==> config.mk <==
export PLATFORM = sky130hd
export DESIGN_NAME = reg_file
export DESIGN_NICKNAME = d
export VERILOG_FILES = /design/src/proc_pkg.sv /design/src/reg_file.sv
export SDC_FILE = /design/constraint.sdc
export NUM_CORES = 1
export LEC_CHECK = 0
export BUFFER_PORTS_ARGS = -buffer_cell sky130_fd_sc_hd__buf_2
export CORE_UTILIZATION = 55
export CTS_CLUSTER_SIZE = 28
export DETAILED_ROUTE_END_ITERATION = 16
export PLACE_DENSITY = 0.7
export SYNTH_ARGS = -nofsm -noshare
export SYNTH_HDL_FRONTEND = slang
export SYNTH_SLANG_ARGS = --single-unit
==> constraint.sdc <==
create_clock -name clk -period 3.05 [get_ports clk]
set_input_delay 0.305 -clock clk [delete_from_list [all_inputs] [get_ports clk]]
set_output_delay 0.305 -clock clk [all_outputs]
set_load 0.03 [all_outputs]
==> src/proc_pkg.sv <==
// Shared definitions for the five-stage 16-bit pipeline
// Opcode and ALU function encodings, instruction field layout
// and the records that travel between the pipeline stages
package proc_pkg;

  // Instruction field layout
  //   [15:11]  opcode, all formats
  //   ALU         rs [10:8]  rt [7:5]     rd [4:2]  func [1:0]
  //   ADDI/LD/ST  rs [10:8]  rd/rt [7:5]  imm5 [4:0], signed
  //   BEQZ        rs [10:8]  imm8 [7:0], signed, added to pc+2
  // ST reads its data register from [7:5]

  typedef enum logic [4:0] {
    OP_HALT = 5'b00000,
    OP_NOP  = 5'b00001,
    OP_ADDI = 5'b01000,
    OP_BEQZ = 5'b01100,
    OP_ST   = 5'b10000,
    OP_LD   = 5'b10001,
    OP_ALU  = 5'b11011
  } opcode_e;

  typedef enum logic [1:0] {
    FN_ADD = 2'b00,
    FN_SUB = 2'b01,
    FN_XOR = 2'b10,
    FN_AND = 2'b11
  } alu_func_e;

  // Inserted by fetch when the IF/ID slot is killed
  localparam logic [15:0] NOP_INSTR = {OP_NOP, 11'd0};

  localparam int DMEM_WORDS_DEF = 256;

  typedef struct packed {
    logic        valid;
    logic [15:0] pc;
    logic [15:0] instr;
  } if_id_t;

  typedef struct packed {
    logic        valid;
    opcode_e     op;
    alu_func_e   func;
    logic [2:0]  rd;
    logic        reg_write;
    logic [15:0] a;
    logic [15:0] b;
    logic [15:0] imm;
    logic [15:0] pc_next;
  } id_ex_t;

  typedef struct packed {
    logic        valid;
    opcode_e     op;
    logic [2:0]  rd;
    logic        reg_write;
    logic [15:0] result;
    logic [15:0] store_data;
    logic        mem_read;
    logic        mem_write;
  } ex_mem_t;

  typedef struct packed {
    logic        valid;
    logic        reg_write;
    logic [2:0]  rd;
    logic [15:0] data;
    logic        halt;
  } wb_t;

  typedef struct packed {
    logic        taken;
    logic [15:0] target;
  } branch_t;

endpackage
==> src/reg_file.sv <==
`timescale 1ns/1ps

// Register file
// Eight 16-bit registers, two combinational read ports and one
// write port fed by writeback. A write in progress is bypassed to
// a read of the same register in the same cycle
module reg_file (
  input  logic          clk,
  input  logic          reset,
  input  logic [2:0]    rs_addr,
  input  logic [2:0]    rt_addr,
  output logic [15:0]   rs_data,
  output logic [15:0]   rt_data,
  input  proc_pkg::wb_t wb
);

  logic [15:0] regs [8];
  logic        wr_en;

  assign wr_en = wb.valid && wb.reg_write;

  always_ff @(posedge clk) begin
    if (reset) begin
      for (int i = 0; i < 8; i++) begin
        regs[i] <= '0;
      end
    end else if (wr_en) begin
      regs[wb.rd] <= wb.data;
    end
  end

  // Read ports with write-through
  always_comb begin
    rs_data = regs[rs_addr];
    if (wr_en && (wb.rd == rs_addr)) begin
      rs_data = wb.data;
    end
  end

  always_comb begin
    rt_data = regs[rt_addr];
    if (wr_en && (wb.rd == rt_addr)) begin
      rt_data = wb.data;
    end
  end

endmodule

==> summary.md <==
| Metric | Value |
|---|---|
| Ports | 62 |
| CTS tree | built |
| Initial Util | 0.563 |
| Pins Over Slew Limit | 0 |
| Count of buffers from port buffering | 60 |
| Final setup violation count | 0 |
| Critical path depth | 4 |
| Die area | roughly 14000 um2 |
| Layout fillers | 960 |
| CP Capture Type | output port |
| Setup TNS | 0 ns |
| GRT Total Usage | 0.261 |
| Max FFs per register | roughly 130 |
| # nets final | ~540 |
| Antenna cells | 0 |
| Final Instance Area | 8500 um2 |
| Total CTS buffers | 17 |
| Ys Warns | 0 |
| # clock sinks | between 100 and 150 |
| GR Overflow Total | 0 |
| Antenna viol nets, final | 0 |
| Outcome | completed |
| Hold Buf Count CTS | 0 |
| GPL Wtd Cong | 0.711 |
| Critical path's slowest cell | mux4_1 |
| Most flop-heavy register | regs |
| Area of the multi-input gates | approximately 3400 um2 |
| Reg area | ~3800 um2 |
| Dpl cell area | between 7000 and 8000 um2 |
| Starting DRT DRC Count | roughly 230 |
| Initial antenna violation count | 0 |
| Hold slack | 0.283 ns |
| Tcrit/Tclk final | 0.782 |
| Max frequency | between 400 and 500 MHz |
| Least-Margin Pin Slew | 0.607 ns |
| Top Family by Delay on Critical Path | multiplexers |
| RSZ-0062 raised after global routing | no |
| Synth Register Bits | around 130 |
| Final hold vios | 0 |
| Worst endpoint data arrival time | ~2.1 ns |
| Crit path required time | 2.74 ns |
| Die width | ~120 um |
| Post-synth cell types | 19 |
| CP peak stage delay | ~0.57 ns |
| Clk buf depth | 2 |
| Chip Height | 118 um |
| Critical path, cell by cell | mux4_1, mux2_2, mux2_2, buf_2 |
| Most frequent CP cell | mux2_2 |
| HPWL Detailed | ~10000 um |
| Slew HR | 0.596 |
| Largest net degree at the start of global routing | 34 |
| Seq/Total Area, Yosys | 0.515 |
| Buf/Inv on CP | 1 |
| Routed wire length | about 17000 um |
| Detailed-route via count | 4285 |
| First-pass GRT wire length | about 26000 um |
| Area growth, synth to finish | 14.0% |
| Post-layout util | 0.642 |
| Post-CTS setup buffer count | 0 |
| PD cells | about 550 nW/um2 |
| TritonRoute pass-1 iters | 4 |
| Setup crit start kind | flip-flop |
| # DRC | 0 |
| DR vias/cell | a little over 6 |
| Crit path max fanout | 2 |
| Row Count | 42 |
| Biggest regs | regs x128 |
| Fraction of final layout cells sized beyond drive strength 1 | 0.342 |
| Cell count after placement | between 600 and 700 |
| Leak | between 3 and 4 nW |
| Min-Delay Path Class | in2reg |
| Max-Cap Viols | 0 |
| Root buf cell | clkbuf_16 |
| Fin cells | 697 |
| H-Tree Depth | 4 |
| Mapped cell area | ~7500 um2 |
| WHS Path Cells | 2 |
| Cells after Synth | roughly 450 |
| Tmin final | between 2 and 2.5 ns |
| Syn avg cell area | 16.7 um2 |
| CTS clk-pin slew, worst paths | approximately 0.060 ns |
| Kind of critical path | reg2out |
| DR WL/cell | approximately 25 um |
| Number of gates resized after CTS | 0 |
| Worst IR Drop VDD | 0.389 mV |
| Vias in the first global route | 4437 |
| Placeable Area | 13200 um2 |
| Syn nets | between 400 and 500 |
==> cell families after synthesis <==
| kind of cell | after synthesis | share of synthesized area |
|---|---|---|
| xor gates and xnor gates | 6 | 0.00705 |
| buffers and inverters | 32 | 0.0262 |
| DFF | 128 | 0.515 |
| muxes | 128 | 0.326 |
| and+or+nand+nor | 152 | 0.126 |
==> final timing paths <==
kind | startpoint | to
setup / recovery | regs[1][8] | rs_data[8]
hold / removal | wb[4] | regs[1][3]
==> layout by cell type (no fill, tap or decap), types with 6 or more instances in the layout <==
cell type  instances
and2_1           129
buf_2             60
buf_4             12
clkbuf_16         17
edfxtp_1         128
mux2_2            53
mux2_4            11
mux4_1            60
nor2_1             6
or2_2              8
xnor2_1            6
==> power by group <==
part	internal, mW	switching [mW]
Combinational	0.320	0.373
Sequential	2.04	0.0417
Clock	1.18	0.693
==> final cells by class <==
class / instances / share of cell area
flip-flops and latches: 128 / 0.452
repair buffers: 76 / 0.0553
clock inverters: 9 / 0.0109
multi-input cells: 286 / 0.403
clock buffers: 22 / 0.0523
well taps: 176 / 0.0259
==> cell usage after synthesis <==
cell	instances	area share
and2_1	129	0.11
edfxtp_1	128	0.52
mux4_1	60	0.21
mux2_2	53	0.080
clkbuf_1	19	0.0096
mux2_4	11	0.022
buf_6	9	0.014
or2_2	8	0.0067
nor2_1	6	0.0030
xnor2_1	6	0.0070
mux4_2	4	0.012
buf_2	3	0.0020
nand2b_1	2	0.0017
nand4_1	2	0.0017
nor3_1	2	0.0013
buf_4	1	0.0010
nand2_1	1	0.00050
nand4b_1	1	0.0012
nand4bb_1	1	0.0015
==> metrics by stage <==
step | worst slack, ns | power (mW)
after floorplan | 1.02 | 2.61
after CTS | 0.665 | 4.67
after global routing | 0.613 | 4.78
after global placement | 0.728 | 2.79
after detailed placement | 0.711 | 2.81
final | 0.666 | 4.65
==> metal layers <==
layer  vias to the layer above  share of wire  track usage
li1                       1921              -            -
met1                      2211           0.42        0.332
met2                       132           0.52        0.450
met3                        21          0.048       0.0565
met4                         0          0.015       0.0783
met5                         -              0            0
(Power assumes the default switching activity.)
