**src/proc_pkg.sv**
```systemverilog
// Shared definitions for the five-stage 16-bit pipeline
// Opcode and ALU function encodings, instruction field layout
// and the records that travel between the pipeline stages
package proc_pkg;

  // Instruction field layout
  //   [15:11]  opcode, all formats
  //   ALU         rs [10:8]  rt [7:5]     rd [4:2]  func [1:0]
  //   ADDI/LD/ST  rs [10:8]  rd/rt [7:5]  imm5 [4:0], signed
  //   BEQZ        rs [10:8]  imm8 [7:0], signed, added to pc+2
  // ST reads its data register from [7:5]

  typedef enum logic [4:0] {
    OP_HALT = 5'b00000,
    OP_NOP  = 5'b00001,
    OP_ADDI = 5'b01000,
    OP_BEQZ = 5'b01100,
    OP_ST   = 5'b10000,
    OP_LD   = 5'b10001,
    OP_ALU  = 5'b11011
  } opcode_e;

  typedef enum logic [1:0] {
    FN_ADD = 2'b00,
    FN_SUB = 2'b01,
    FN_XOR = 2'b10,
    FN_AND = 2'b11
  } alu_func_e;

  // Inserted by fetch when the IF/ID slot is killed
  localparam logic [15:0] NOP_INSTR = {OP_NOP, 11'd0};

  localparam int DMEM_WORDS_DEF = 256;

  typedef struct packed {
    logic        valid;
    logic [15:0] pc;
    logic [15:0] instr;
  } if_id_t;

  typedef struct packed {
    logic        valid;
    opcode_e     op;
    alu_func_e   func;
    logic [2:0]  rd;
    logic        reg_write;
    logic [15:0] a;
    logic [15:0] b;
    logic [15:0] imm;
    logic [15:0] pc_next;
  } id_ex_t;

  typedef struct packed {
    logic        valid;
    opcode_e     op;
    logic [2:0]  rd;
    logic        reg_write;
    logic [15:0] result;
    logic [15:0] store_data;
    logic        mem_read;
    logic        mem_write;
  } ex_mem_t;

  typedef struct packed {
    logic        valid;
    logic        reg_write;
    logic [2:0]  rd;
    logic [15:0] data;
    logic        halt;
  } wb_t;

  typedef struct packed {
    logic        taken;
    logic [15:0] target;
  } branch_t;

endpackage
```
**src/execute.sv**
```systemverilog
`timescale 1ns/1ps

// Execute stage
// ALU for the register-register functions, address add for ADDI,
// LD and ST, and BEQZ resolution. The branch decision is driven
// combinationally so fetch and decode can flush on the next edge
module execute (
  input  logic              clk,
  input  logic              reset,
  input  proc_pkg::id_ex_t  id_ex,
  output proc_pkg::branch_t branch,
  output proc_pkg::ex_mem_t ex_mem
);

  import proc_pkg::*;

  logic [15:0] alu_out;
  logic [15:0] addr_sum;
  logic [15:0] target;
  logic [15:0] result;
  logic        taken;

  always_comb begin
    case (id_ex.func)
      FN_ADD:  alu_out = id_ex.a + id_ex.b;
      FN_SUB:  alu_out = id_ex.a - id_ex.b;
      FN_XOR:  alu_out = id_ex.a ^ id_ex.b;
      default: alu_out = id_ex.a & id_ex.b;
    endcase
  end

  assign addr_sum = id_ex.a + id_ex.imm;
  assign target   = id_ex.pc_next + id_ex.imm;

  // Predicted not taken, so only a taken BEQZ redirects
  assign taken  = id_ex.valid && (id_ex.op == OP_BEQZ) && (id_ex.a == 16'd0);
  assign branch = '{taken: taken, target: target};

  always_comb begin
    case (id_ex.op)
      OP_ALU:               result = alu_out;
      OP_ADDI, OP_LD, OP_ST: result = addr_sum;
      OP_BEQZ:              result = target;
      default:              result = 16'd0;
    endcase
  end

  // EX/MEM register
  always_ff @(posedge clk) begin
    if (reset) begin
      ex_mem.valid <= 1'b0;
    end else begin
      ex_mem.valid      <= id_ex.valid;
      ex_mem.op         <= id_ex.op;
      ex_mem.rd         <= id_ex.rd;
      ex_mem.reg_write  <= id_ex.reg_write;
      ex_mem.result     <= result;
      ex_mem.store_data <= id_ex.b;
      ex_mem.mem_read   <= (id_ex.op == OP_LD);
      ex_mem.mem_write  <= (id_ex.op == OP_ST);
    end
  end

endmodule

```
**config.mk**
```make
export PLATFORM = sky130hd
export DESIGN_NAME = execute
export DESIGN_NICKNAME = d
export VERILOG_FILES = /design/src/proc_pkg.sv /design/src/execute.sv
export SDC_FILE = /design/constraint.sdc
export NUM_CORES = 1
export LEC_CHECK = 0
export BUFFER_PORTS_ARGS = -buffer_cell sky130_fd_sc_hd__buf_4
export CAP_MARGIN = 25
export CORE_UTILIZATION = 48
export CTS_CLUSTER_SIZE = 24
export DETAILED_ROUTE_END_ITERATION = 12
export HOLD_SLACK_MARGIN = 0.03
export PLACE_DENSITY = 0.74
export SYNTH_ARGS = -nofsm -noshare
export SYNTH_HDL_FRONTEND = slang
export SYNTH_SLANG_ARGS = --single-unit
export TNS_END_PERCENT = 10
```
**constraint.sdc**
```tcl
create_clock -name clk -period 4.5 [get_ports clk]
set_input_delay 0.9 -clock clk [delete_from_list [all_inputs] [get_ports clk]]
set_output_delay 0.9 -clock clk [all_outputs]
set_load 0.03 [all_outputs]
```
==> run summary <==
power consumption -> 0.00151 W
TritonCTS buffer count -> 5
core footprint -> 9200 µm²
DR pass1 iterations -> 5
Setup CP Type -> input pin to output pin
DR vias/cell -> 5.89
Largest regs -> ex_mem x44
Root Buffer -> clkbuf_8
sequential area share after synthesis -> 28.9%
first-pass GRT wire length -> 19,300 µm
CTS-repair resized insts -> 0
Tcrit/Tclk final -> 91.9%
Max Freq -> 242 MHz
setup ws final -> 0.365 ns
RSZ-0062 raised after global routing -> false
Top FF cell, synth -> edfxtp_1
fill count -> 804
GP Congestion -> 0.929
number of synthesized flops with an enable pin -> 43
Initial Util -> 49.3%
Sink Count -> 44
Worst-path clk slew -> 0.09 ns
Post-CTS Setup Bufs -> 0
Mapped Cells -> 471
Slew @ Worst Pin -> 0.931 ns
CP endpoint kind -> output pin
CTS Hold Bufs -> 0
Yosys warning count -> 0
pre-CTS setup slack -> 0.198 ns
Total Die Area -> 9830 µm²
Die Ht -> 99.2 µm
Worst Setup Start Kind -> input pin
crit path from -> id_ex[0]
Worst Setup EP -> branch[14]
status -> complete, no violations
crit-path max FO -> 3
fin crit period -> 4.13 ns
DIE WIDTH -> 99.2 µm
design area -> 5770 µm²
total number of vias -> 4,244
TritonCTS clock tree -> yes
max cap viols -> 0
initial antenna violation count -> 0
Max Root-Sink Buffers -> 2
pwr/cell area -> 261 nW/µm²
largest register by flop count -> ex_mem
Port Buffer Count -> 138
Rows -> 35
placed cell area -> 5690 µm²
Nets -> 751
relative slew slack -> 37.9%
Yosys cell types -> 65
net count after synthesis -> 614
HP Class -> input pin to flop
synthesized flop and latch total -> 44
vias in the first global route -> 4,058
VDD IR max -> 0.145 mV
DRT Wirelength -> 12,200 µm
Syn Area/Cell -> 9.62 µm²
Ports -> 139
DRT antenna net count -> 0
Slew Limit Fails -> 0
setup TNS -> 0 ns
largest net degree at the start of global routing -> 44
Critical Path RT -> 3.60 ns
Final setup viols -> 0
Synth async-reset ratio -> 0%
Final Hold Viols -> 0
Leak Pwr -> 2.57 nW
layout cells sized above 1 -> 28.4%
Routed WL per cell -> 16.9 µm
diodes inserted -> 0
area grow syn2layout -> 27.3%
gr usage total -> 24.7%
drc violations -> 0
HPWL Detailed -> 9900 µm
Starting DRT DRC Count -> 145
synthesized area -> 4530 µm²
total grt overflow -> 0
# H-tree levels -> 2
max reg flops -> 44
WP data arrival -> 3.23 ns
[routing by layer]
| layer | track usage [%] | up-vias | share of wire, % |
|---|---|---|---|
| li1 | - | 2078 | - |
| met1 | 31.6 | 1990 | 42 |
| met2 | 44.1 | 154 | 50 |
| met3 | 3.58 | 22 | 6.1 |
| met4 | 5.77 | 0 | 1.6 |
| met5 | 0 | - | 0 |
[how the worst min path moves through the flow]
stage	startpoint	to	cells after the start
floorplan	reset	ex_mem[43]	1
detailed placement	reset	ex_mem[43]	2
global placement	reset	ex_mem[43]	2
finish	reset	ex_mem[43]	2
global route	id_ex[66]	ex_mem[36]	1
CTS	reset	ex_mem[43]	2
[cells in the final DEF (no fill, tap or decap), drive strengths merged, types with 17 or more instances in the layout]
| cell type | synthesis | final |
|---|---|---|
| inv | 21 | 21 |
| buf | 2 | 142 |
| nand2 | 30 | 30 |
| edfxtp | 43 | 43 |
| o21ai | 33 | 33 |
| xnor2 | 35 | 35 |
| a21oi | 34 | 34 |
| ha | 62 | 62 |
| nor2 | 26 | 26 |
| xor2 | 17 | 17 |
[synthesized netlist by cell type, drive strengths merged (3+ instances only)]
cell type / instances / share of area (%)
o221ai: 3 / 0.58
clkbuf: 10 / 0.83
and3: 3 / 0.41
o21a: 3 / 0.50
mux2: 4 / 0.99
or4: 3 / 0.66
ha: 62 / 17
nand2b: 5 / 0.69
xnor2: 35 / 6.9
a41oi: 3 / 0.75
or3: 6 / 0.83
a22oi: 8 / 1.3
nand3: 9 / 0.99
nor2: 26 / 2.2
xor2: 17 / 3.3
a221o: 3 / 0.66
a211oi: 4 / 0.66
fa: 3 / 1.3
nor4: 5 / 0.69
o31a: 3 / 0.58
nor3: 14 / 1.5
o21ai: 33 / 3.8
edfxtp: 43 / 28
a31oi: 9 / 1.7
a21o: 9 / 1.5
nor2b: 6 / 0.83
nand2: 30 / 2.5
mux2i: 14 / 3.1
inv: 21 / 1.7
o211ai: 4 / 0.66
a21oi: 34 / 3.8
or2: 4 / 0.55
nor3b: 3 / 0.50
[cell type report]
type | count | area [µm²] | share of cell area [%]
clock buffer | 5 | 68.8 | 1.19
clock inverter | 3 | 13.8 | 0.239
inverter | 21 | 78.8 | 1.37
multi-input combinational | 394 | 3090 | 53.6
sequential | 44 | 1310 | 22.7
tap | 111 | 139 | 2.41
timing repair buffer | 142 | 1070 | 18.5
[where the power goes]
group | internal, W | switching [W] | total, W
combinational | 0.000319 | 0.000445 | 0.000764
clock | 0.000106 | 0.000142 | 0.000248
sequential | 0.000486 | 0.0000109 | 0.000497
total | 0.000911 | 0.000597 | 0.00151
[cell families (layout without fill, tap and decap cells)]
logic type | Yosys count | in the layout | synth area share (%)
buffers and inverters | 33 | 171 | 2.82
AOI/OAI and AO/OA | 137 | 137 | 21.4
adders and majority gates | 65 | 65 | 18.4
muxes | 18 | 18 | 4.09
xor gates and xnor gates | 52 | 52 | 10.2
and+or+nand+nor | 122 | 122 | 14.1
DFF | 44 | 44 | 28.9
[worst max-delay path: stages]
cell and delay [ns]:
buf_4 0.11, ha_1 0.23, fa_1 0.42, a21o_1 0.19, nand3_1 0.14, a211oi_1 0.13
o31a_1 0.35, a21o_1 0.19, a21oi_1 0.18, xnor2_1 0.19, buf_4 0.21
[stage by stage]
stage / hold WS (ns) / instances / utilization, %
6_report: 0.758 / 720 / 62.7
3_3_place_gp: 1.07 / 712 / 61.9
2_1_floorplan: 0.972 / 471 / -
4_1_cts: 0.754 / 720 / 62.7
3_5_place_dp: 1.08 / 712 / 61.9
5_1_grt: 0.759 / 720 / 62.7
No activity file was read; power rests on OpenSTA's default activity.
