==> src/proc_pkg.sv <==
// Shared definitions for the five-stage 16-bit pipeline
// Opcode and ALU function encodings, instruction field layout
// and the records that travel between the pipeline stages
package proc_pkg;

  // Instruction field layout
  //   [15:11]  opcode, all formats
  //   ALU         rs [10:8]  rt [7:5]     rd [4:2]  func [1:0]
  //   ADDI/LD/ST  rs [10:8]  rd/rt [7:5]  imm5 [4:0], signed
  //   BEQZ        rs [10:8]  imm8 [7:0], signed, added to pc+2
  // ST reads its data register from [7:5]

  typedef enum logic [4:0] {
    OP_HALT = 5'b00000,
    OP_NOP  = 5'b00001,
    OP_ADDI = 5'b01000,
    OP_BEQZ = 5'b01100,
    OP_ST   = 5'b10000,
    OP_LD   = 5'b10001,
    OP_ALU  = 5'b11011
  } opcode_e;

  typedef enum logic [1:0] {
    FN_ADD = 2'b00,
    FN_SUB = 2'b01,
    FN_XOR = 2'b10,
    FN_AND = 2'b11
  } alu_func_e;

  // Inserted by fetch when the IF/ID slot is killed
  localparam logic [15:0] NOP_INSTR = {OP_NOP, 11'd0};

  localparam int DMEM_WORDS_DEF = 256;

  typedef struct packed {
    logic        valid;
    logic [15:0] pc;
    logic [15:0] instr;
  } if_id_t;

  typedef struct packed {
    logic        valid;
    opcode_e     op;
    alu_func_e   func;
    logic [2:0]  rd;
    logic        reg_write;
    logic [15:0] a;
    logic [15:0] b;
    logic [15:0] imm;
    logic [15:0] pc_next;
  } id_ex_t;

  typedef struct packed {
    logic        valid;
    opcode_e     op;
    logic [2:0]  rd;
    logic        reg_write;
    logic [15:0] result;
    logic [15:0] store_data;
    logic        mem_read;
    logic        mem_write;
  } ex_mem_t;

  typedef struct packed {
    logic        valid;
    logic        reg_write;
    logic [2:0]  rd;
    logic [15:0] data;
    logic        halt;
  } wb_t;

  typedef struct packed {
    logic        taken;
    logic [15:0] target;
  } branch_t;

endpackage
==> src/decode.sv <==
`timescale 1ns/1ps

// Instruction decode stage
// Splits the instruction fields, extends the immediate, picks the
// destination and control bits and loads the ID/EX register.
// Inserts a bubble on stall or flush, flags undefined opcodes and
// remembers a decoded HALT so that fetch stops
module decode (
  input  logic             clk,
  input  logic             reset,
  input  proc_pkg::if_id_t if_id,
  input  logic             stall,
  input  logic             flush,
  input  logic [15:0]      rs_data,
  input  logic [15:0]      rt_data,
  output logic [2:0]       rs_addr,
  output logic [2:0]       rt_addr,
  output logic             uses_rs,
  output logic             uses_rt,
  output proc_pkg::id_ex_t id_ex,
  output logic             halt_seen,
  output logic             illegal
);

  import proc_pkg::*;

  opcode_e     op;
  logic        legal;
  logic        rs_needed;
  logic        rt_needed;
  logic        halt_q;
  logic        halt_now;
  logic [15:0] imm5_ext;
  logic [15:0] imm8_ext;
  id_ex_t      id_ex_next;

  assign op       = opcode_e'(if_id.instr[15:11]);
  assign rs_addr  = if_id.instr[10:8];
  assign rt_addr  = if_id.instr[7:5];
  assign imm5_ext = {{11{if_id.instr[4]}}, if_id.instr[4:0]};
  assign imm8_ext = {{8{if_id.instr[7]}}, if_id.instr[7:0]};

  // Source usage and opcode check
  always_comb begin
    legal     = 1'b1;
    rs_needed = 1'b0;
    rt_needed = 1'b0;
    case (op)
      OP_HALT, OP_NOP: begin
      end
      OP_ADDI, OP_LD, OP_BEQZ: begin
        rs_needed = 1'b1;
      end
      OP_ST, OP_ALU: begin
        rs_needed = 1'b1;
        rt_needed = 1'b1;
      end
      default: begin
        legal = 1'b0;
      end
    endcase
  end

  assign uses_rs = if_id.valid && rs_needed;
  assign uses_rt = if_id.valid && rt_needed;
  assign illegal = if_id.valid && !legal && !flush;

  // HALT is only honoured if the branch in execute does not kill it
  assign halt_now  = if_id.valid && (op == OP_HALT) && !flush;
  assign halt_seen = halt_q || halt_now;

  always_comb begin
    id_ex_next.valid   = if_id.valid && legal && !stall && !flush;
    id_ex_next.op      = op;
    id_ex_next.func    = alu_func_e'(if_id.instr[1:0]);
    id_ex_next.a       = rs_data;
    id_ex_next.b       = rt_data;
    id_ex_next.imm     = (op == OP_BEQZ) ? imm8_ext : imm5_ext;
    id_ex_next.pc_next = if_id.pc + 16'd2;
    case (op)
      OP_ALU: begin
        id_ex_next.rd        = if_id.instr[4:2];
        id_ex_next.reg_write = 1'b1;
      end
      OP_ADDI, OP_LD: begin
        id_ex_next.rd        = if_id.instr[7:5];
        id_ex_next.reg_write = 1'b1;
      end
      default: begin
        id_ex_next.rd        = 3'd0;
        id_ex_next.reg_write = 1'b0;
      end
    endcase
  end

  always_ff @(posedge clk) begin
    if (reset) begin
      id_ex.valid <= 1'b0;
      halt_q      <= 1'b0;
    end else begin
      id_ex  <= id_ex_next;
      halt_q <= halt_seen;
    end
  end

endmodule

==> config.mk <==
export PLATFORM = sky130hd
export DESIGN_NAME = decode
export DESIGN_NICKNAME = d
export VERILOG_FILES = /design/src/proc_pkg.sv /design/src/decode.sv
export SDC_FILE = /design/constraint.sdc
export NUM_CORES = 1
export LEC_CHECK = 0
export BUFFER_PORTS_ARGS = -buffer_cell sky130_fd_sc_hd__clkbuf_2
export CAP_MARGIN = 20
export CORE_ASPECT_RATIO = 0.6
export CORE_MARGIN = 2
export CORE_UTILIZATION = 46
export DETAILED_ROUTE_END_ITERATION = 16
export GPL_TIMING_DRIVEN = 0
export PLACE_DENSITY = 0.84
export SLEW_MARGIN = 30
export SYNTH_ARGS = -nofsm -noshare
export SYNTH_HDL_FRONTEND = slang
export SYNTH_SLANG_ARGS = --single-unit
==> constraint.sdc <==
create_clock -name clk -period 5.4 [get_ports clk]
set_input_delay 0.81 -clock clk [delete_from_list [all_inputs] [get_ports clk]]
set_output_delay 0.81 -clock clk [all_outputs]
set_load 0.03 [all_outputs]
==> out/metrics.yaml <==
sta:
  finalSetupTns_ns: 0
  fmaxAchievable_mhz: 352.3
  max_slew.worst_pin.slew_ns: 0.4259
  fin_crit_ns: 2.839
  hold_violations: 0
  min_period_over_period: 0.5257
  fin_skew_ns: 0
  slew_headroom: 0.7161
  drv_slew: 0
  rsz0062_at_grt: "false"
  finalSetupViolCount: 0
clock_network:
  cts_buffer_depth: 2
  path_clk_slew_ns: 0.07
  cts.hold.buffers_added: 0
  clock_latency_ns: 0.32
  cts_sinks: 67
  cts_buffers: 9
  ctsResizeCount: 0
  cts_max_level: 3
  cts_root_buf: "clkbuf_8"
  cts_tree: "built"
  postCtsSetupBuffers: 0
power:
  leakagePower_nw: 1.649
  total_power_w: 0.001247
  irDropWorstVdd_mv: 0.1806
  p_per_area_nw_per_um2: 337.8
synthesis:
  synth_area_um2: 2619
  yosysTopAreaCell: "edfxtp_1"
  synth_area_leaders: "edfxtp_1 (75%), buf_4 (4.6%), xnor2_1 (4.0%), dfxtp_1 (1.5%), nand4_1 (1.4%)"
  yosysUniqueCellTypes: 34
  synth-seq-cells: 67
  synth_edf_count: 65
  ys_warn_count: 0
  synth.most_common_cell: "edfxtp_1"
  seq_area_frac_synth: 0.7606
  postSynthNetCount: 221
  synthCells: 151
  synth_top_area_share: 0.7453
  syn_area_per_cell_um2: 17.34
  synthArstFlopShare: 0
  ys_top_cells_by_count: "edfxtp_1 (65), buf_4 (16), xnor2_1 (12)"
  ys.flop_type: "edfxtp_1"
floorplanning:
  initial_utilization: 0.4724
  boundaryPins: 155
  die_w_um: 101.4
  rows: 21
  dieArea_um2: 6332
  die_h_um: 62.45
  core_um2: 5544
detailed_routing:
  drt_iter0_drc: 82
  wirelength_um: 5595
  wl_per_cell_um: 14.02
  via_count: 1839
  ant_nets: 0
  firstDrtPassIters: 5
  drt-vias-per-instance: 4.609
  drc: 0
worst_setup_path:
  cp_max_fo: 9
  worst_setup_path_end_kind: "primary output"
  arrival_ns: 2.03
  rr_worst_depth: 3
  start_kind: "primary input"
  crit_required_ns: 4.59
  critPathKind: "primary input to primary output"
finish:
  drive_above_1_share: 0.6113
  synthToLayoutAreaGrowth_pct: 40.95
  nFillCells: 416
  insertedDiodeCount: 0
  fin_nets: 384
global_route:
  grt_pass1_vias: 1781
  grt-ovfl-total: 0
  antenna_found_initial: 0
  grt_pass1_wl_um: 8349
  track_usage: 0.1775
  grt_start_max_net_pins: 35
min_path:
  whs_path_depth: 3
  holdCritPathClass: "flop to flop"
flow_run:
  max-cap-violations: 0
place:
  place_hpwl_um: 4419
  io_buffers: 151
  place.gp.congestion: 0.7946
status:
  status: "finished clean"
==> worst max-delay path, cell delays in order <==
cell and delay (ns):
clkbuf_2 0.15, and3_2 0.24, and2_1 0.14, buf_2 0.15, nor4_1 0.28, clkbuf_2 0.25
==> report_power, final <==
part | internal (W) | switching, W | total [W]
registers | 0.000615 | 0.0000126 | 0.000628
clock network | 0.000213 | 0.000184 | 0.000397
logic | 0.0000694 | 0.000153 | 0.000222
==> registers in the layout (all words and copies together), names as in the netlist <==
signal,flops
halt_q,1
id_ex,66
==> per-stage QoR <==
stage,hold WS (ns),cell area (µm²),worst slack (ns),std cells,util
2_1_floorplan,0.6224,2619,2.271,151,-
3_3_place_gp,0.5114,3475,2.303,382,0.6267
3_5_place_dp,0.5314,3497,2.556,383,0.6308
4_1_cts,0.5473,3691,2.555,399,0.6658
5_1_grt,0.5774,3691,2.487,399,0.6658
6_report,0.5370,3691,2.561,399,0.6658
==> layer usage <==
metal  global-route usage  vias up  part of all wire
met4              0.06419        0             0.010
met3              0.07830        8             0.078
met2               0.2864       80              0.50
met5                    0        -                 0
met1               0.2115      862              0.41
li1                     -      889                 -
==> cell type report <==
class	count	area, µm²	area share
well taps	80	100.1	0.02712
multi-input cells	60	473.0	0.1281
clock buffers	10	127.6	0.03458
repair buffers	152	775.7	0.2102
inverters	3	13.76	0.003729
clock inverters	6	66.31	0.01797
plain buffers	21	142.6	0.03864
flip-flops and latches	67	1992	0.5397
==> placed cells by master, fill, tap and decap left out, drive strengths merged, types with 2 or more instances in the layout <==
cell      synthesis  final
a22o              3      3
a31o              3      3
and2              4      4
and3              3      3
and4              3      3
buf              18     19
clkbuf            3    164
clkinv            0      2
clkinvlp          0      3
dfxtp             2      2
edfxtp           65     65
inv               3      3
nand2             2      2
nand3             4      4
nand4             6      6
nor3              3      3
o31a              2      2
xnor2            12     12
==> cell families after synthesis <==
kind of cell    Yosys count  share of synthesized area
fa+ha+maj                 1                   0.004777
simple gates             34                    0.08792
flops                    67                     0.7606
compound gates           12                    0.04444
buf+inv                  24                    0.05877
xor+xnor                 13                    0.04348
==> worst paths after layout <==
kind	startpoint	endpoint	slack, ns
max reg2reg	halt_q	halt_q	4.72
min reg2reg	halt_q	halt_q	0.54
min	halt_q	halt_q	0.54
max	if_id[14]	illegal	2.56
No activity file was read; power rests on OpenSTA's default activity.
