$ cat src/proc_pkg.sv
// Shared definitions for the five-stage 16-bit pipeline
// Opcode and ALU function encodings, instruction field layout
// and the records that travel between the pipeline stages
package proc_pkg;

  // Instruction field layout
  //   [15:11]  opcode, all formats
  //   ALU         rs [10:8]  rt [7:5]     rd [4:2]  func [1:0]
  //   ADDI/LD/ST  rs [10:8]  rd/rt [7:5]  imm5 [4:0], signed
  //   BEQZ        rs [10:8]  imm8 [7:0], signed, added to pc+2
  // ST reads its data register from [7:5]

  typedef enum logic [4:0] {
    OP_HALT = 5'b00000,
    OP_NOP  = 5'b00001,
    OP_ADDI = 5'b01000,
    OP_BEQZ = 5'b01100,
    OP_ST   = 5'b10000,
    OP_LD   = 5'b10001,
    OP_ALU  = 5'b11011
  } opcode_e;

  typedef enum logic [1:0] {
    FN_ADD = 2'b00,
    FN_SUB = 2'b01,
    FN_XOR = 2'b10,
    FN_AND = 2'b11
  } alu_func_e;

  // Inserted by fetch when the IF/ID slot is killed
  localparam logic [15:0] NOP_INSTR = {OP_NOP, 11'd0};

  localparam int DMEM_WORDS_DEF = 256;

  typedef struct packed {
    logic        valid;
    logic [15:0] pc;
    logic [15:0] instr;
  } if_id_t;

  typedef struct packed {
    logic        valid;
    opcode_e     op;
    alu_func_e   func;
    logic [2:0]  rd;
    logic        reg_write;
    logic [15:0] a;
    logic [15:0] b;
    logic [15:0] imm;
    logic [15:0] pc_next;
  } id_ex_t;

  typedef struct packed {
    logic        valid;
    opcode_e     op;
    logic [2:0]  rd;
    logic        reg_write;
    logic [15:0] result;
    logic [15:0] store_data;
    logic        mem_read;
    logic        mem_write;
  } ex_mem_t;

  typedef struct packed {
    logic        valid;
    logic        reg_write;
    logic [2:0]  rd;
    logic [15:0] data;
    logic        halt;
  } wb_t;

  typedef struct packed {
    logic        taken;
    logic [15:0] target;
  } branch_t;

endpackage
$ cat src/hazard_unit.sv
`timescale 1ns/1ps

// Read-after-write hazard detection
// Compares the sources of the instruction in decode against the
// destinations still in ID/EX and EX/MEM. Results in MEM/WB reach
// decode through the register file bypass, so they need no stall
module hazard_unit (
  input  logic              [2:0] rs_addr,
  input  logic              [2:0] rt_addr,
  input  logic                    uses_rs,
  input  logic                    uses_rt,
  input  proc_pkg::id_ex_t        id_ex,
  input  proc_pkg::ex_mem_t       ex_mem,
  output logic                    stall
);

  logic ex_hit;
  logic mem_hit;

  // True when either decode source reads the given register
  function automatic logic reads_reg(input logic [2:0] dest, input logic [2:0] rs,
                                     input logic [2:0] rt, input logic use_rs,
                                     input logic use_rt);
    return (use_rs && (rs == dest)) || (use_rt && (rt == dest));
  endfunction

  assign ex_hit = id_ex.valid && id_ex.reg_write &&
                  reads_reg(id_ex.rd, rs_addr, rt_addr, uses_rs, uses_rt);

  assign mem_hit = ex_mem.valid && ex_mem.reg_write &&
                   reads_reg(ex_mem.rd, rs_addr, rt_addr, uses_rs, uses_rt);

  assign stall = ex_hit || mem_hit;

endmodule

$ cat config.mk
export PLATFORM = sky130hd
export DESIGN_NAME = hazard_unit
export DESIGN_NICKNAME = d
export VERILOG_FILES = /design/src/proc_pkg.sv /design/src/hazard_unit.sv
export SDC_FILE = /design/constraint.sdc
export NUM_CORES = 1
export LEC_CHECK = 0
export ABC_AREA = 1
export BUFFER_PORTS_ARGS = -buffer_cell sky130_fd_sc_hd__clkbuf_2
export CORE_ASPECT_RATIO = 1.25
export CORE_MARGIN = 8
export CORE_UTILIZATION = 13
export DETAILED_ROUTE_END_ITERATION = 10
export PLACE_DENSITY_LB_ADDON = 0.08
export SLEW_MARGIN = 10
export SYNTH_ARGS = -nofsm -noshare
export SYNTH_HDL_FRONTEND = slang
export SYNTH_SLANG_ARGS = --single-unit
$ cat constraint.sdc
create_clock -name vclk -period 0.8
set_input_delay 0.04 -clock vclk [all_inputs]
set_output_delay 0.04 -clock vclk [all_outputs]
set_load 0.02 [all_outputs]
==> results of run 1 <==
[timing repair]
action | 4_1_cts | 5_1_grt
gates resized for setup | 11 | 33
pin swaps | 9 | 19
endpoints found under the setup margin | 1 | 1
buffers inserted | 0 | 0
[per-stage QoR]
step	TNS [ns]	setup slack [ns]
2_1_floorplan	0	0.2272
3_5_place_dp	-0.04634	-0.04634
3_3_place_gp	-0.04760	-0.04760
6_report	0	0.02326
4_1_cts	-0.01296	-0.01296
5_1_grt	-0.06084	-0.06084
[cells by family after synthesis]
family	share of synthesized area (%)
buffers and inverters	20.29
and+or+nand+nor	79.71
[worst min path at each step]
| stage | startpoint | end | slack, ns |
|---|---|---|---|
| floorplan | ex_mem[34] | stall | 0.32 |
| global placement | ex_mem[34] | stall | 0.47 |
| finish | id_ex[64] | stall | 0.47 |
| detailed placement | ex_mem[34] | stall | 0.47 |
| global route | ex_mem[34] | stall | 0.53 |
| CTS | id_ex[64] | stall | 0.47 |
[routing by layer]
| metal | part of all wire [%] | wire length, um | up-vias |
|---|---|---|---|
| met4 | 0 | 0 | 0 |
| met5 | 0 | 0 | - |
| met2 | 48 | 442 | 11 |
| li1 | - | - | 232 |
| met3 | 5.6 | 51 | 0 |
| met1 | 46 | 420 | 151 |
[power by group through the flow]
stage	clock, mW	sequential, mW	combinational, mW
after global routing	0	0	0.261
after detailed placement	0	0	0.165
final	0	0	0.228
after floorplan	0	0	0.0882
after CTS	0	0	0.190
after global placement	0	0	0.165
[cells in the mapped netlist (all sizes together)]
library cell,count,area share [%]
nand2,43,62
inv,14,20
nor2,12,17
[worst max-delay path: stages]
cell and delay (ns):
clkbuf_8 0.10, inv_2 0.04, nand2_1 0.05, nand2_1 0.04
nor2_1 0.10, nand2_1 0.06, nand2_1 0.07, nand2_1 0.05
nand2_1 0.06, clkbuf_8 0.14
[area by class of cell]
cell class,count,area share [%]
Multi-Input combinational cell,55,47.19
Tap cell,20,5.102
Timing Repair Buffer,19,35.46
Inverter,14,12.24
==> summary.txt, run 1 <==
Timing
  • WHS: 0.4670 ns
  • Final hold vios: 0
  • Fin crit period: 0.7767 ns
  • Final Setup Violations: 0
  • RSZ-0062 raised after global routing: yes
  • Max-slew violation count: 0
  • Slew @ Worst Pin: between 0.1 and 0.15 ns
  • Max transition margin: just over 90%
  • Tcrit/Tclk final: 97.09%
  • FMAX: 1.287 GHz

Layout
  • Fill cell count: 234
  • Number of clock buffers in the layout: 0
  • Layout cells sized above 1: 43.18%
  • Antenna fix cells: 0
  • Sequential cells: 0
  • Multi-input gate area: 231.5 um2
  • Sequential Area: 0 um2
  • Most frequent cells in the layout: nand2_1, nor2_1, clkbuf_2
  • Nets: 218
  • Area growth from synthesis to layout: 89.37%
  • Final core occ: 25.32%
  • Leading cell type in the layout, fill and taps excluded: nand2_1
  • Cell Count, Final, Fillers Out: 108
  • Post-route cell area: 490.5 um2

Floorplan
  • Num ports: around 130
  • Total core area: 1937 um2
  • Starting Density: 13.37%
  • Die H: between 60 and 70 um
  • Die Span X: 55.92 um
  • Die Area: 3685 um2
  • Cell Rows: 18

Status
  • Status: finished, final reports clean

Worst hold path
  • Hold Path Stages: 6
  • Hold WC Path Type: input port to output port

Synthesis
  • Synth Cell Area: 259.0 um2
  • Mapped Cells: 69
  • Yosys Warn Count: 0
  • Post-Syn Area per Cell: 3.754 um2
  • Seq/Total Area, Yosys: 0%
  • Yosys cell types: 3
  • Synth Net Count: slightly below 200

Global route
  • First-pass GRT wire length: 1.545 mm
  • Grt total ovfl: 0
  • GRT Total Usage: under 10%
  • Antenna violations before repair: 0
  • Met1 GRT Util: 5.914%
  • Met3 Use GR: 0.9615%
  • Largest net degree at the start of global routing: 5
  • Vias in the first global route: 398
  • Met2 Resource Use GR: 8.848%
  • Most Used Layer, Global Route: met2

Placed design
  • Post-Place Cells: 108
  • Placer Congestion: 0.6523
  • Area of placed instances: 379.1 um2
  • I/O Buffers: 19
  • Detail Placement HPWL: roughly 830 um

Worst setup path
  • WP data arrival: 0.74 ns
  • Worst Setup EP: stall
  • CP max FO: 3
  • Kind of end point of the critical path: output port
  • Worst EP required: 0.76 ns
  • Critical path type: input port to output port
  • Type of origin of the critical path: input port
  • Worst Setup SP: rs_addr[1]

Job
  • # Max-Cap Violations: 0

Pwr
  • Clock share of power: 0%
  • Sw frac: a little under half
  • Flop pwr share: 0%
  • Psw: roughly 0.11 mW
  • PwrDens: 465.0 nW/um2
  • Total power: about 0.23 mW
  • Comb power frac: 100.0%
  • Internal power: 0.1198 mW
  • Worst vdd ir: 125.7 uV
  • P_leak: 0.3204 nW

Route
  • # DRC: 0
  • DRT iter0 DRCs: 7
  • WL per Instance: ~8.5 um
  • Number of iterations in the first detailed-routing pass: 4
  • Via count: approximately 400
  • WL final: 914 um
  • Final ANT Viol Nets: 0
  • DR vias/cell: 3.648

Clock network
  • Hold-fix buffer count after cts: 0
(Power assumes the default switching activity.)
==> run 2, diff against run 1 <==
CORE_ASPECT_RATIO = unset   (was 1.25)
PLACE_DENSITY = 0.81   (was unset)
PLACE_DENSITY_LB_ADDON = unset   (was 0.08)
SKIP_LAST_GASP = 1   (was unset)
==> run 2 against run 1 <==
Effect of this change:
- utilization decreased by 1.6 points
- flip-flop and latch count unchanged
- combinational power decreased by 12%
- power decreased by 12%
- setup slack got worse by 0.019 ns
- largest power group unchanged
==> summary.txt, run 2 (synthesis gave the netlist of run 1 again) <==
Global route
  • GRT Total Usage: under 10%
  • Grt total ovfl: 0
  • Largest net degree at the start of global routing: 5
  • First-pass GRT wire length: 1.331 mm
  • Vias in the first global route: 349
  • Antenna violations before repair: 0

Worst setup path
  • Worst EP required: 0.76 ns
  • CP max FO: 3
  • Kind of end point of the critical path: output port
  • Crit-path max cell delay: 0.14 ns
  • WP data arrival: around 0.76 ns
  • Most repeated library cell on the critical path: nand2_1
  • Critical path type: input port to output port
  • Type of origin of the critical path: input port
  • Crit-path cells: clkbuf_2, inv_2, nand2_1, nand2_1, nor2_1, nand2_1, nand2_1, nand2_1, nand2_1, clkbuf_8
  • Slowest CP cell: clkbuf_8

Layout
  • Post-route cell area: ~460 um2
  • Leading cell type in the layout, fill and taps excluded: nand2_1
  • Most frequent cells in the layout: nand2_1, nor2_1, clkbuf_2
  • Sequential cells: 0
  • Nets: 218
  • Antenna fix cells: 0
  • Number of clock buffers in the layout: 0
  • Sequential Area: 0 um2
  • Layout cells sized above 1: 35.23%
  • Area growth from synthesis to layout: 76.33%
  • Fill cell count: 243

Pwr
  • Sw frac: 48.29%
  • Comb power frac: 100.0%
  • P_leak: 0.3123 nW
  • Clock share of power: 0%
  • Psw: a little under 0.1 mW
  • Internal power: around 0.10 mW
  • Flop pwr share: 0%
  • PwrDens: about 440 nW/um2
  • Worst vdd ir: 160.2 uV

Timing
  • Slew @ Worst Pin: ~0.11 ns
  • Setup TNS: 0 ns
  • Fin crit period: a little under 0.8 ns
  • FMAX: 1.257 GHz
  • Max transition margin: roughly 93%
  • Max-slew violation count: 0
  • WHS: 0.4768 ns
  • Tcrit/Tclk final: between 90 and 100%
  • Final hold vios: 0
  • Final Setup Violations: 0
  • RSZ-0062 raised after global routing: yes

Route
  • DRT iter0 DRCs: 4
  • Number of iterations in the first detailed-routing pass: 4
  • # DRC: 0
  • Final ANT Viol Nets: 0
  • WL per Instance: 6.983 um
  • Via count: roughly 390
  • DR vias/cell: 3.365
  • WL final: 803 um

Placed design
  • Placer Congestion: 0.7148
  • Area of placed instances: 387.9 um2
  • Detail Placement HPWL: 732.9 um
  • I/O Buffers: 19

Status
  • Status: finished, final reports clean

Floorplan
  • Cell Rows: 16
  • Die Area: 3677 um2
  • Die Span X: 60.64 um
  • Die H: 60.64 um
  • Starting Density: 13.48%
  • Num ports: ~130
  • Total core area: a little under 2000 um2

Job
  • # Max-Cap Violations: 0

Worst hold path
  • Hold WC Path Type: input port to output port

Clock network
  • Post-CTS setup buffers: 0
[run 2: metrics by stage]
stage	util, %	setup slack [ns]	power (mW)	cells
2_1_floorplan	-	0.2272	0.08822	69
3_3_place_gp	20.18	-0.02757	0.1585	115
3_5_place_dp	20.18	-0.04118	0.1597	115
4_1_cts	21.09	-0.01359	0.1708	115
5_1_grt	23.76	-0.07833	0.2305	115
6_report	23.76	0.004365	0.2012	115
[run 2: layer usage]
layer,global-route usage [%],part of all wire (%)
met5,0,0
met4,0,0
met3,1.271,8.7
met2,6.184,46
met1,6.413,45
[run 2: worst max-delay path: cells and delay by family]
family / cells / cell delay [ns]
buffers and inverters: 3 / 0.28
and+or+nand+nor: 7 / 0.44
[run 2: power groups by stage]
| stage | clock network (mW) | registers, mW | logic (mW) |
|---|---|---|---|
| floorplan | 0 | 0 | 0.0882 |
| global placement | 0 | 0 | 0.158 |
| detailed placement | 0 | 0 | 0.160 |
| CTS | 0 | 0 | 0.171 |
| global route | 0 | 0 | 0.230 |
| finish | 0 | 0 | 0.201 |
[run 2: path summary, 6_finish.rpt]
check                to        from  slack, ns  cells past startpoint
setup / recovery  stall  ex_mem[36]      0.004                     10
hold / removal    stall   id_ex[64]       0.48                      6
[run 2: what timing repair did]
action | in CTS | in global routing
hold endpoints to repair | 0 | 0
gates resized for setup | 6 | 26
hold buffers | 0 | 0
pin swaps | 4 | 12
endpoints found under the setup margin | 1 | 1
[run 2: final cells by class]
cell class	count	area (um2)	share of cell area, %
repair buffers	19	151.4	33.15
multi-input cells	55	214.0	46.85
well taps	27	33.78	7.397
inverters	14	57.56	12.60
