**src/proc_pkg.sv**
```systemverilog
// Shared definitions for the five-stage 16-bit pipeline
// Opcode and ALU function encodings, instruction field layout
// and the records that travel between the pipeline stages
package proc_pkg;

  // Instruction field layout
  //   [15:11]  opcode, all formats
  //   ALU         rs [10:8]  rt [7:5]     rd [4:2]  func [1:0]
  //   ADDI/LD/ST  rs [10:8]  rd/rt [7:5]  imm5 [4:0], signed
  //   BEQZ        rs [10:8]  imm8 [7:0], signed, added to pc+2
  // ST reads its data register from [7:5]

  typedef enum logic [4:0] {
    OP_HALT = 5'b00000,
    OP_NOP  = 5'b00001,
    OP_ADDI = 5'b01000,
    OP_BEQZ = 5'b01100,
    OP_ST   = 5'b10000,
    OP_LD   = 5'b10001,
    OP_ALU  = 5'b11011
  } opcode_e;

  typedef enum logic [1:0] {
    FN_ADD = 2'b00,
    FN_SUB = 2'b01,
    FN_XOR = 2'b10,
    FN_AND = 2'b11
  } alu_func_e;

  // Inserted by fetch when the IF/ID slot is killed
  localparam logic [15:0] NOP_INSTR = {OP_NOP, 11'd0};

  localparam int DMEM_WORDS_DEF = 256;

  typedef struct packed {
    logic        valid;
    logic [15:0] pc;
    logic [15:0] instr;
  } if_id_t;

  typedef struct packed {
    logic        valid;
    opcode_e     op;
    alu_func_e   func;
    logic [2:0]  rd;
    logic        reg_write;
    logic [15:0] a;
    logic [15:0] b;
    logic [15:0] imm;
    logic [15:0] pc_next;
  } id_ex_t;

  typedef struct packed {
    logic        valid;
    opcode_e     op;
    logic [2:0]  rd;
    logic        reg_write;
    logic [15:0] result;
    logic [15:0] store_data;
    logic        mem_read;
    logic        mem_write;
  } ex_mem_t;

  typedef struct packed {
    logic        valid;
    logic        reg_write;
    logic [2:0]  rd;
    logic [15:0] data;
    logic        halt;
  } wb_t;

  typedef struct packed {
    logic        taken;
    logic [15:0] target;
  } branch_t;

endpackage
```
**src/fetch.sv**
```systemverilog
`timescale 1ns/1ps

// Instruction fetch stage
// Keeps the program counter, drives the instruction memory address
// and loads the IF/ID register. Holds on a decode stall, stops once
// HALT has been decoded, and redirects on a taken branch
module fetch (
  input  logic              clk,
  input  logic              reset,
  input  logic              stall,
  input  logic              halt_seen,
  input  proc_pkg::branch_t branch,
  input  logic [15:0]       imem_instr,
  output logic [15:0]       imem_addr,
  output proc_pkg::if_id_t  if_id
);

  import proc_pkg::*;

  logic [15:0] pc;

  assign imem_addr = pc;

  // Program counter, a taken branch wins over stall and halt
  always_ff @(posedge clk) begin
    if (reset) begin
      pc <= '0;
    end else if (branch.taken) begin
      pc <= branch.target;
    end else if (!stall && !halt_seen) begin
      pc <= pc + 16'd2;
    end
  end

  // IF/ID register
  always_ff @(posedge clk) begin
    if (reset) begin
      if_id.valid <= 1'b0;
    end else if (branch.taken || (halt_seen && !stall)) begin
      // Kill the slot behind a redirect or after HALT
      if_id.valid <= 1'b0;
      if_id.instr <= NOP_INSTR;
    end else if (!stall) begin
      if_id.valid <= 1'b1;
      if_id.pc    <= pc;
      if_id.instr <= imem_instr;
    end
  end

  // Branch targets from execute must keep the pc halfword aligned
  pc_even: assert property (@(posedge clk) disable iff (reset) !pc[0])
    else $error("fetch: odd pc %h", pc);

endmodule

```
**config.mk**
```make
export PLATFORM = sky130hd
export DESIGN_NAME = fetch
export DESIGN_NICKNAME = d
export VERILOG_FILES = /design/src/proc_pkg.sv /design/src/fetch.sv
export SDC_FILE = /design/constraint.sdc
export NUM_CORES = 1
export LEC_CHECK = 0
export BUFFER_PORTS_ARGS = -buffer_cell sky130_fd_sc_hd__buf_2
export CAP_MARGIN = 20
export CORE_UTILIZATION = 50
export CTS_CLUSTER_DIAMETER = 80
export DETAILED_ROUTE_END_ITERATION = 10
export PLACE_DENSITY = 0.84
export RECOVER_POWER = 100
export SLEW_MARGIN = 10
export SYNTH_ARGS = -nofsm -noshare
export SYNTH_HDL_FRONTEND = slang
export SYNTH_SLANG_ARGS = --single-unit
```
**constraint.sdc**
```tcl
create_clock -name clk -period 3.5 [get_ports clk]
set_input_delay 0 -clock clk [delete_from_list [all_inputs] [get_ports clk]]
set_output_delay 0 -clock clk [all_outputs]
set_load 0.005 [all_outputs]
```
==> results of run 1 <==
[synthesized netlist by cell type, types with 2 or more instances]
library cell                count  area share
sky130_fd_sc_hd__a2111oi_1      2      0.0099
sky130_fd_sc_hd__a211oi_1       9       0.033
sky130_fd_sc_hd__a21oi_1        3      0.0074
sky130_fd_sc_hd__and2_1        16       0.049
sky130_fd_sc_hd__clkbuf_1       4      0.0074
sky130_fd_sc_hd__dfxtp_1       17        0.17
sky130_fd_sc_hd__edfxtp_1      32        0.47
sky130_fd_sc_hd__inv_1          2      0.0037
sky130_fd_sc_hd__mux2i_1        2      0.0099
sky130_fd_sc_hd__nand2_1        6       0.011
sky130_fd_sc_hd__nand3_1        6       0.015
sky130_fd_sc_hd__nand4_1        4       0.012
sky130_fd_sc_hd__nor2_1        15       0.028
sky130_fd_sc_hd__nor2b_1        3      0.0092
sky130_fd_sc_hd__nor3_1         4      0.0099
sky130_fd_sc_hd__nor4_1         2      0.0062
sky130_fd_sc_hd__nor4_2         4       0.025
sky130_fd_sc_hd__o21ai_0        2      0.0049
sky130_fd_sc_hd__xnor2_1        3       0.013
sky130_fd_sc_hd__xor2_1         8       0.034
[critical path, stage by stage]
cell and delay [ps]:
sky130_fd_sc_hd__clkbuf_1 390, sky130_fd_sc_hd__clkinv_1 730, sky130_fd_sc_hd__a21oi_1 330, sky130_fd_sc_hd__clkbuf_1 630
[metrics by stage]
| step | setup slack, ps | instances | hold WS (ps) | total power, mW |
|---|---|---|---|---|
| after floorplan | 1247 | 158 | 143.9 | 0.7412 |
| after global routing | 1123 | 323 | 8.987 | 1.272 |
| after global placement | 1798 | 287 | 239.4 | 0.8040 |
| final | 1341 | 323 | 13.81 | 1.224 |
| after detailed placement | 1779 | 287 | 241.6 | 0.8079 |
| after CTS | 1830 | 323 | 6.323 | 1.233 |
[layout make-up]
cell class / count / area (sq um)
Timing Repair Buffer: 115 / 680.7
Sequential cell: 49 / 1301
Clock buffer: 7 / 86.33
Multi-Input combinational cell: 99 / 656.9
Clock inverter: 1 / 30.03
Tap cell: 48 / 60.06
Inverter: 4 / 15.01
Fill cell: 284 / 940.9
[logic make-up (layout without fill, tap and decap cells)]
family,Yosys count,count (layout),synth area share
xor gates and xnor gates,11,11,0.04742
AOI/OAI and AO/OA,19,19,0.07081
and+or+nand+nor,66,66,0.2063
muxes,2,2,0.009853
DFF,49,49,0.6404
buffers and inverters,10,127,0.01908
adders and majority gates,1,1,0.006157
[registers in the layout (all words and copies together), names as in the netlist]
signal and count:
if_id 33, imem_addr 16
[timing repair]
action                                 4_1_cts  5_1_grt
setup endpoints to repair                    0        0
endpoints found under the hold margin       28        0
gates resized for setup                      0        0
hold buffers                                28        0
[final timing paths]
check / slack, ps / startpoint / cells after the start / end
hold reg to reg: 460 / imem_addr[0] / 0 / if_id[16]
setup reg to reg: 1780 / imem_addr[2] / 5 / imem_addr[15]
hold / removal: 10 / branch[13] / 3 / imem_addr[13]
setup / recovery: 1340 / branch[16] / 4 / if_id[5]
[where the power goes]
group	leakage (nW)	switching, mW	total (mW)	internal, mW
registers	0.438	0.0258	0.677	0.652
logic	0.599	0.0633	0.136	0.0729
clock network	0.0585	0.177	0.410	0.233
total	1.10	0.266	1.22	0.957
[metal layers]
layer  vias up  wire, microns  track usage
met2        66           2327       0.3865
met5         -              0            0
met1       784           1975       0.2916
li1        812              -            -
met3        14            247      0.04167
met4         0            146       0.1168
==> results.toml, run 1 <==
[placement]
dp_hpwl_microns = 3050
place.port_buffers = 85
finalWeightedCongestion = 0.7657
postPlaceCellArea_sq_um = 2515

[worst_setup_path]
worstSetupEndpointType = "flip-flop"
critical_path_arrival_ps = 2090
setup.worst_path.start_class = "primary input"
critical_path_required_ps = 3430
path_max_fanout = 26
crit_type = "primary input to flip-flop"

[layout]
final_net_count = 312
final_util = 0.7505
synthToLayoutAreaGrowth_pct = 39.29
most_common_cell_after_layout_fill_and_taps_aside = "sky130_fd_sc_hd__buf_2"
final_layout_size_suffix_gt1_frac = 0.2545
layout.cells.most_common_list = "sky130_fd_sc_hd__buf_2 (59), sky130_fd_sc_hd__edfxtp_1 (32), sky130_fd_sc_hd__dlygate4sd3_1 (28)"
antenna_cells = 0
stdcell_area_sq_um = 2830

[floorplanning]
start_util = 0.5388
num_rows = 22
die_area_sq_um = 4323
die_height_microns = 65.75
chipWidth_microns = 65.75
area_inside_the_core_boundary_sq_um = 3771
boundaryPins = 86

[synth]
synth_async_sr_flop_share = 0
synthCells = 158
synthesis.area_sq_um = 2032
number_of_distinct_library_cells_after_synthesis = 34
seq_area_frac_synth = 0.6404
synth_flop_cell = "sky130_fd_sc_hd__edfxtp_1"
synth_enable_flop_cells = 32
synth.ff_latch_count = 49
synth_warnings = 0
syn_avg_cell_area_sq_um = 12.86
syn_nets = 196

[global_routing]
grt_pass1_vias = 1579
overflow = 0
maximum_number_of_pins_on_one_net_before_global_route_repair = 27
wire_length_of_the_first_global_routing_pass_microns = 7445
initial_antenna_violation_count = 0
grt_use_total = 0.2338

[timing]
finalWorstPathRequiredPeriod_ps = 2159
max_freq_ghz = 0.4632
report.final.setup_viol = 0
hold_violations = 0
period_utilisation_layout = 0.6168
timing.setup.tns_ps = 0
rsz_0062_raised_after_global_routing = "no"
clock-skew-final_ps = 3.374
final-max-slew-violation-count = 0
max_slew_margin = 0.04404
tightest_slew_ps = 1421

[pwr]
ir_drop_mv = 0.2686
power-per-cell-area_nw_per_um2 = 432.4
power.leakage_nw = 1.096

[drt]
routed_wire_length_per_instance_microns = 14.54
drt-vias-per-instance = 5.189
num_vias = 1676
ant_nets = 0
drt_initial_violations = 94
postRouteWirelength_microns = 4696
route.detailed.drc = 0
first_pass_iters = 4

[worst_hold_path]
min_path_type = "primary input to flip-flop"

[clock_network]
cts.sink_count = 49
clk_pin_slew_ps = 80
number_of_buffers_added_by_the_clock_tree_synthesis_step = 5
cts_root_buf = "sky130_fd_sc_hd__clkbuf_8"
postCtsSetupRepairBufs = 0
clock_insertion_delay_worst_skew_ps = 300
h_tree_depth_reported_by_cts = 2
cts_tree = "done"
cts.path.max_buffers = 2

[run_status]
run_status = "finished clean"

[run]
maxcap_viol_count = 0
No activity file was read; power rests on OpenSTA's default activity.
==> run 2: changes to the inputs <==
--- a/config.mk
+++ b/config.mk
@@ -7,10 +7,10 @@
 export LEC_CHECK = 0
 export BUFFER_PORTS_ARGS = -buffer_cell sky130_fd_sc_hd__buf_2
 export CAP_MARGIN = 20
-export CORE_UTILIZATION = 50
+export CORE_UTILIZATION = 42
 export CTS_CLUSTER_DIAMETER = 80
 export DETAILED_ROUTE_END_ITERATION = 10
-export PLACE_DENSITY = 0.84
+export PLACE_DENSITY = 0.75
 export RECOVER_POWER = 100
 export SLEW_MARGIN = 10
 export SYNTH_ARGS = -nofsm -noshare
==> constraint.sdc (replaced) <==
create_clock -name clk -period 1.8 [get_ports clk]
set_input_delay 0 -clock clk [delete_from_list [all_inputs] [get_ports clk]]
set_output_delay 0 -clock clk [all_outputs]
set_load 0.005 [all_outputs]
==> run 2 against run 1 <==
  * Sequential share of layout area shrank 0.86 points
  * Clock skew grew 1.4 ps
  * Wire length grew 1.3%
  * Combinational power grew 100%
  * Non-clock buffer count grew 4
  * Largest cell class unchanged
==> results.toml, run 2 (synthesis gave the netlist of run 1 again) <==
[layout]
layout.cells.most_common_list = "sky130_fd_sc_hd__buf_2 (62), sky130_fd_sc_hd__edfxtp_1 (32), sky130_fd_sc_hd__dlygate4sd3_1 (29)"
stdcell_area_sq_um = 2884
fillCellCount = 357
multiInputGateArea_sq_um = 679.4
final_layout_size_suffix_gt1_frac = 0.2760
most_common_cell_after_layout_fill_and_taps_aside = "sky130_fd_sc_hd__buf_2"
antenna_cells = 0
largest_register_ffs = 33
largest-register = "if_id"
synthToLayoutAreaGrowth_pct = 41.93
ff_latch_area_sq_um = 1301
final_net_count = 316

[placement]
finalWeightedCongestion = 0.7919
dp_hpwl_microns = 3066
postPlaceCellArea_sq_um = 2551
place.port_buffers = 85

[global_routing]
overflow = 0
initial_antenna_violation_count = 0
maximum_number_of_pins_on_one_net_before_global_route_repair = 26
wire_length_of_the_first_global_routing_pass_microns = 7514
grt_pass1_vias = 1528
grt_use_total = 0.1975

[timing]
max_freq_ghz = 0.6083
timing.setup.tns_ps = 0
final-max-slew-violation-count = 0
report.final.setup_viol = 0
period_utilisation_layout = 0.9133
hold_violations = 0
finalWorstPathRequiredPeriod_ps = 1644
clock-skew-final_ps = 4.757
rsz_0062_raised_after_global_routing = "no"
tightest_slew_ps = 929.1
max_slew_margin = 0.3806

[clock_network]
cts.sink_count = 49
ctsResizeCount = 0
number_of_buffers_added_by_the_clock_tree_synthesis_step = 5
cts.path.max_buffers = 2
cts_tree = "done"
ctsHoldBuffers = 29
h_tree_depth_reported_by_cts = 2
cts_root_buf = "sky130_fd_sc_hd__clkbuf_8"
postCtsSetupRepairBufs = 0
clock_insertion_delay_worst_skew_ps = 310
clk_pin_slew_ps = 90

[worst_setup_path]
setup.worst_path.start_class = "flip-flop"
path_max_fanout = 7
critical_path_required_ps = 2030
crit_path_leading_delay_family = "flip-flops"
critical-path-max-stage-delay_ps = 470
crit_type = "flip-flop to flip-flop"
worstSetupEndpointType = "flip-flop"
number_of_buffers_and_inverters_on_the_critical_path = 1
critical_path_arrival_ps = 1870
worstPathCellList = "ha_1, inv_1, nor4_1, xnor2_1, a211oi_1"
critical-path-slowest-cell = "sky130_fd_sc_hd__dfxtp_1"

[floorplanning]
area_inside_the_core_boundary_sq_um = 4504
boundaryPins = 86
chipWidth_microns = 71.56
num_rows = 24
start_util = 0.4511
die_height_microns = 71.56
die_area_sq_um = 5120

[drt]
route.detailed.drc = 0
drt_initial_violations = 65
postRouteWirelength_microns = 4759
routed_wire_length_per_instance_microns = 14.38
ant_nets = 0
first_pass_iters = 4
drt-vias-per-instance = 4.985
num_vias = 1650

[run_status]
run_status = "finished clean"

[pwr]
ir_drop_mv = 0.4028
power-per-cell-area_nw_per_um2 = 821.8
power.leakage_nw = 1.124

[run]
maxcap_viol_count = 0

[worst_hold_path]
min_path_type = "primary input to flip-flop"
## run 2: cell count changes in the layout (fill, tap and decap cells not counted), sizes merged
cell,before,now
buf,61,64
clkbuf,33,31
clkinv,1,2
clkinvlp,0,1
dlygate4sd3,28,29
## run 2: final timing paths
| kind | startpoint | end | slack, ps | cells after the start |
|---|---|---|---|---|
| hold reg to reg | imem_addr[0] | if_id[16] | 470 | 0 |
| setup / recovery | imem_addr[1] | imem_addr[11] | 160 | 5 |
| hold / removal | branch[13] | imem_addr[13] | 10 | 3 |
| setup reg to reg | imem_addr[1] | imem_addr[11] | 160 | 5 |
## run 2: final cells by class
| class | instances | share of cell area |
|---|---|---|
| Timing Repair Buffer | 119 | 0.2473 |
| Sequential cell | 49 | 0.4512 |
| Tap cell | 52 | 0.02256 |
| Multi-Input combinational cell | 99 | 0.2356 |
| Inverter | 4 | 0.005206 |
| Clock buffer | 5 | 0.02386 |
| Clock inverter | 3 | 0.01432 |
## run 2: stage by stage
stage	std cells	worst slack (ps)	utilization	hold WS, ps	power (mW)
final	331	156.0	0.6403	10.86	2.370
after floorplan	158	160.7	-	143.9	1.442
after global routing	331	4.501	0.6403	25.46	2.467
after CTS	331	169.4	0.6553	2.822	2.393
after detailed placement	294	196.5	0.5664	238.6	1.578
after global placement	294	263.8	0.5664	232.0	1.573
## run 2: worst reg2reg max path, stage by stage (launching register included)
cell and delay (ps):
sky130_fd_sc_hd__dfxtp_1 470, sky130_fd_sc_hd__ha_1 350, sky130_fd_sc_hd__inv_1 70, sky130_fd_sc_hd__nor4_1 350, sky130_fd_sc_hd__xnor2_1 110, sky130_fd_sc_hd__a211oi_1 220
## run 2: per-layer routing
| layer | global-route usage | share of wire | up-vias |
|---|---|---|---|
| li1 | - | - | 822 |
| met1 | 0.2507 | 0.44 | 773 |
| met2 | 0.3280 | 0.50 | 48 |
| met3 | 0.04782 | 0.045 | 7 |
| met4 | 0.07843 | 0.017 | 0 |
| met5 | 0 | 0 | - |
## run 2: power by group
group / switching [mW] / internal (mW)
clock network: 0.371 / 0.409
logic: 0.126 / 0.148
registers: 0.0488 / 1.27
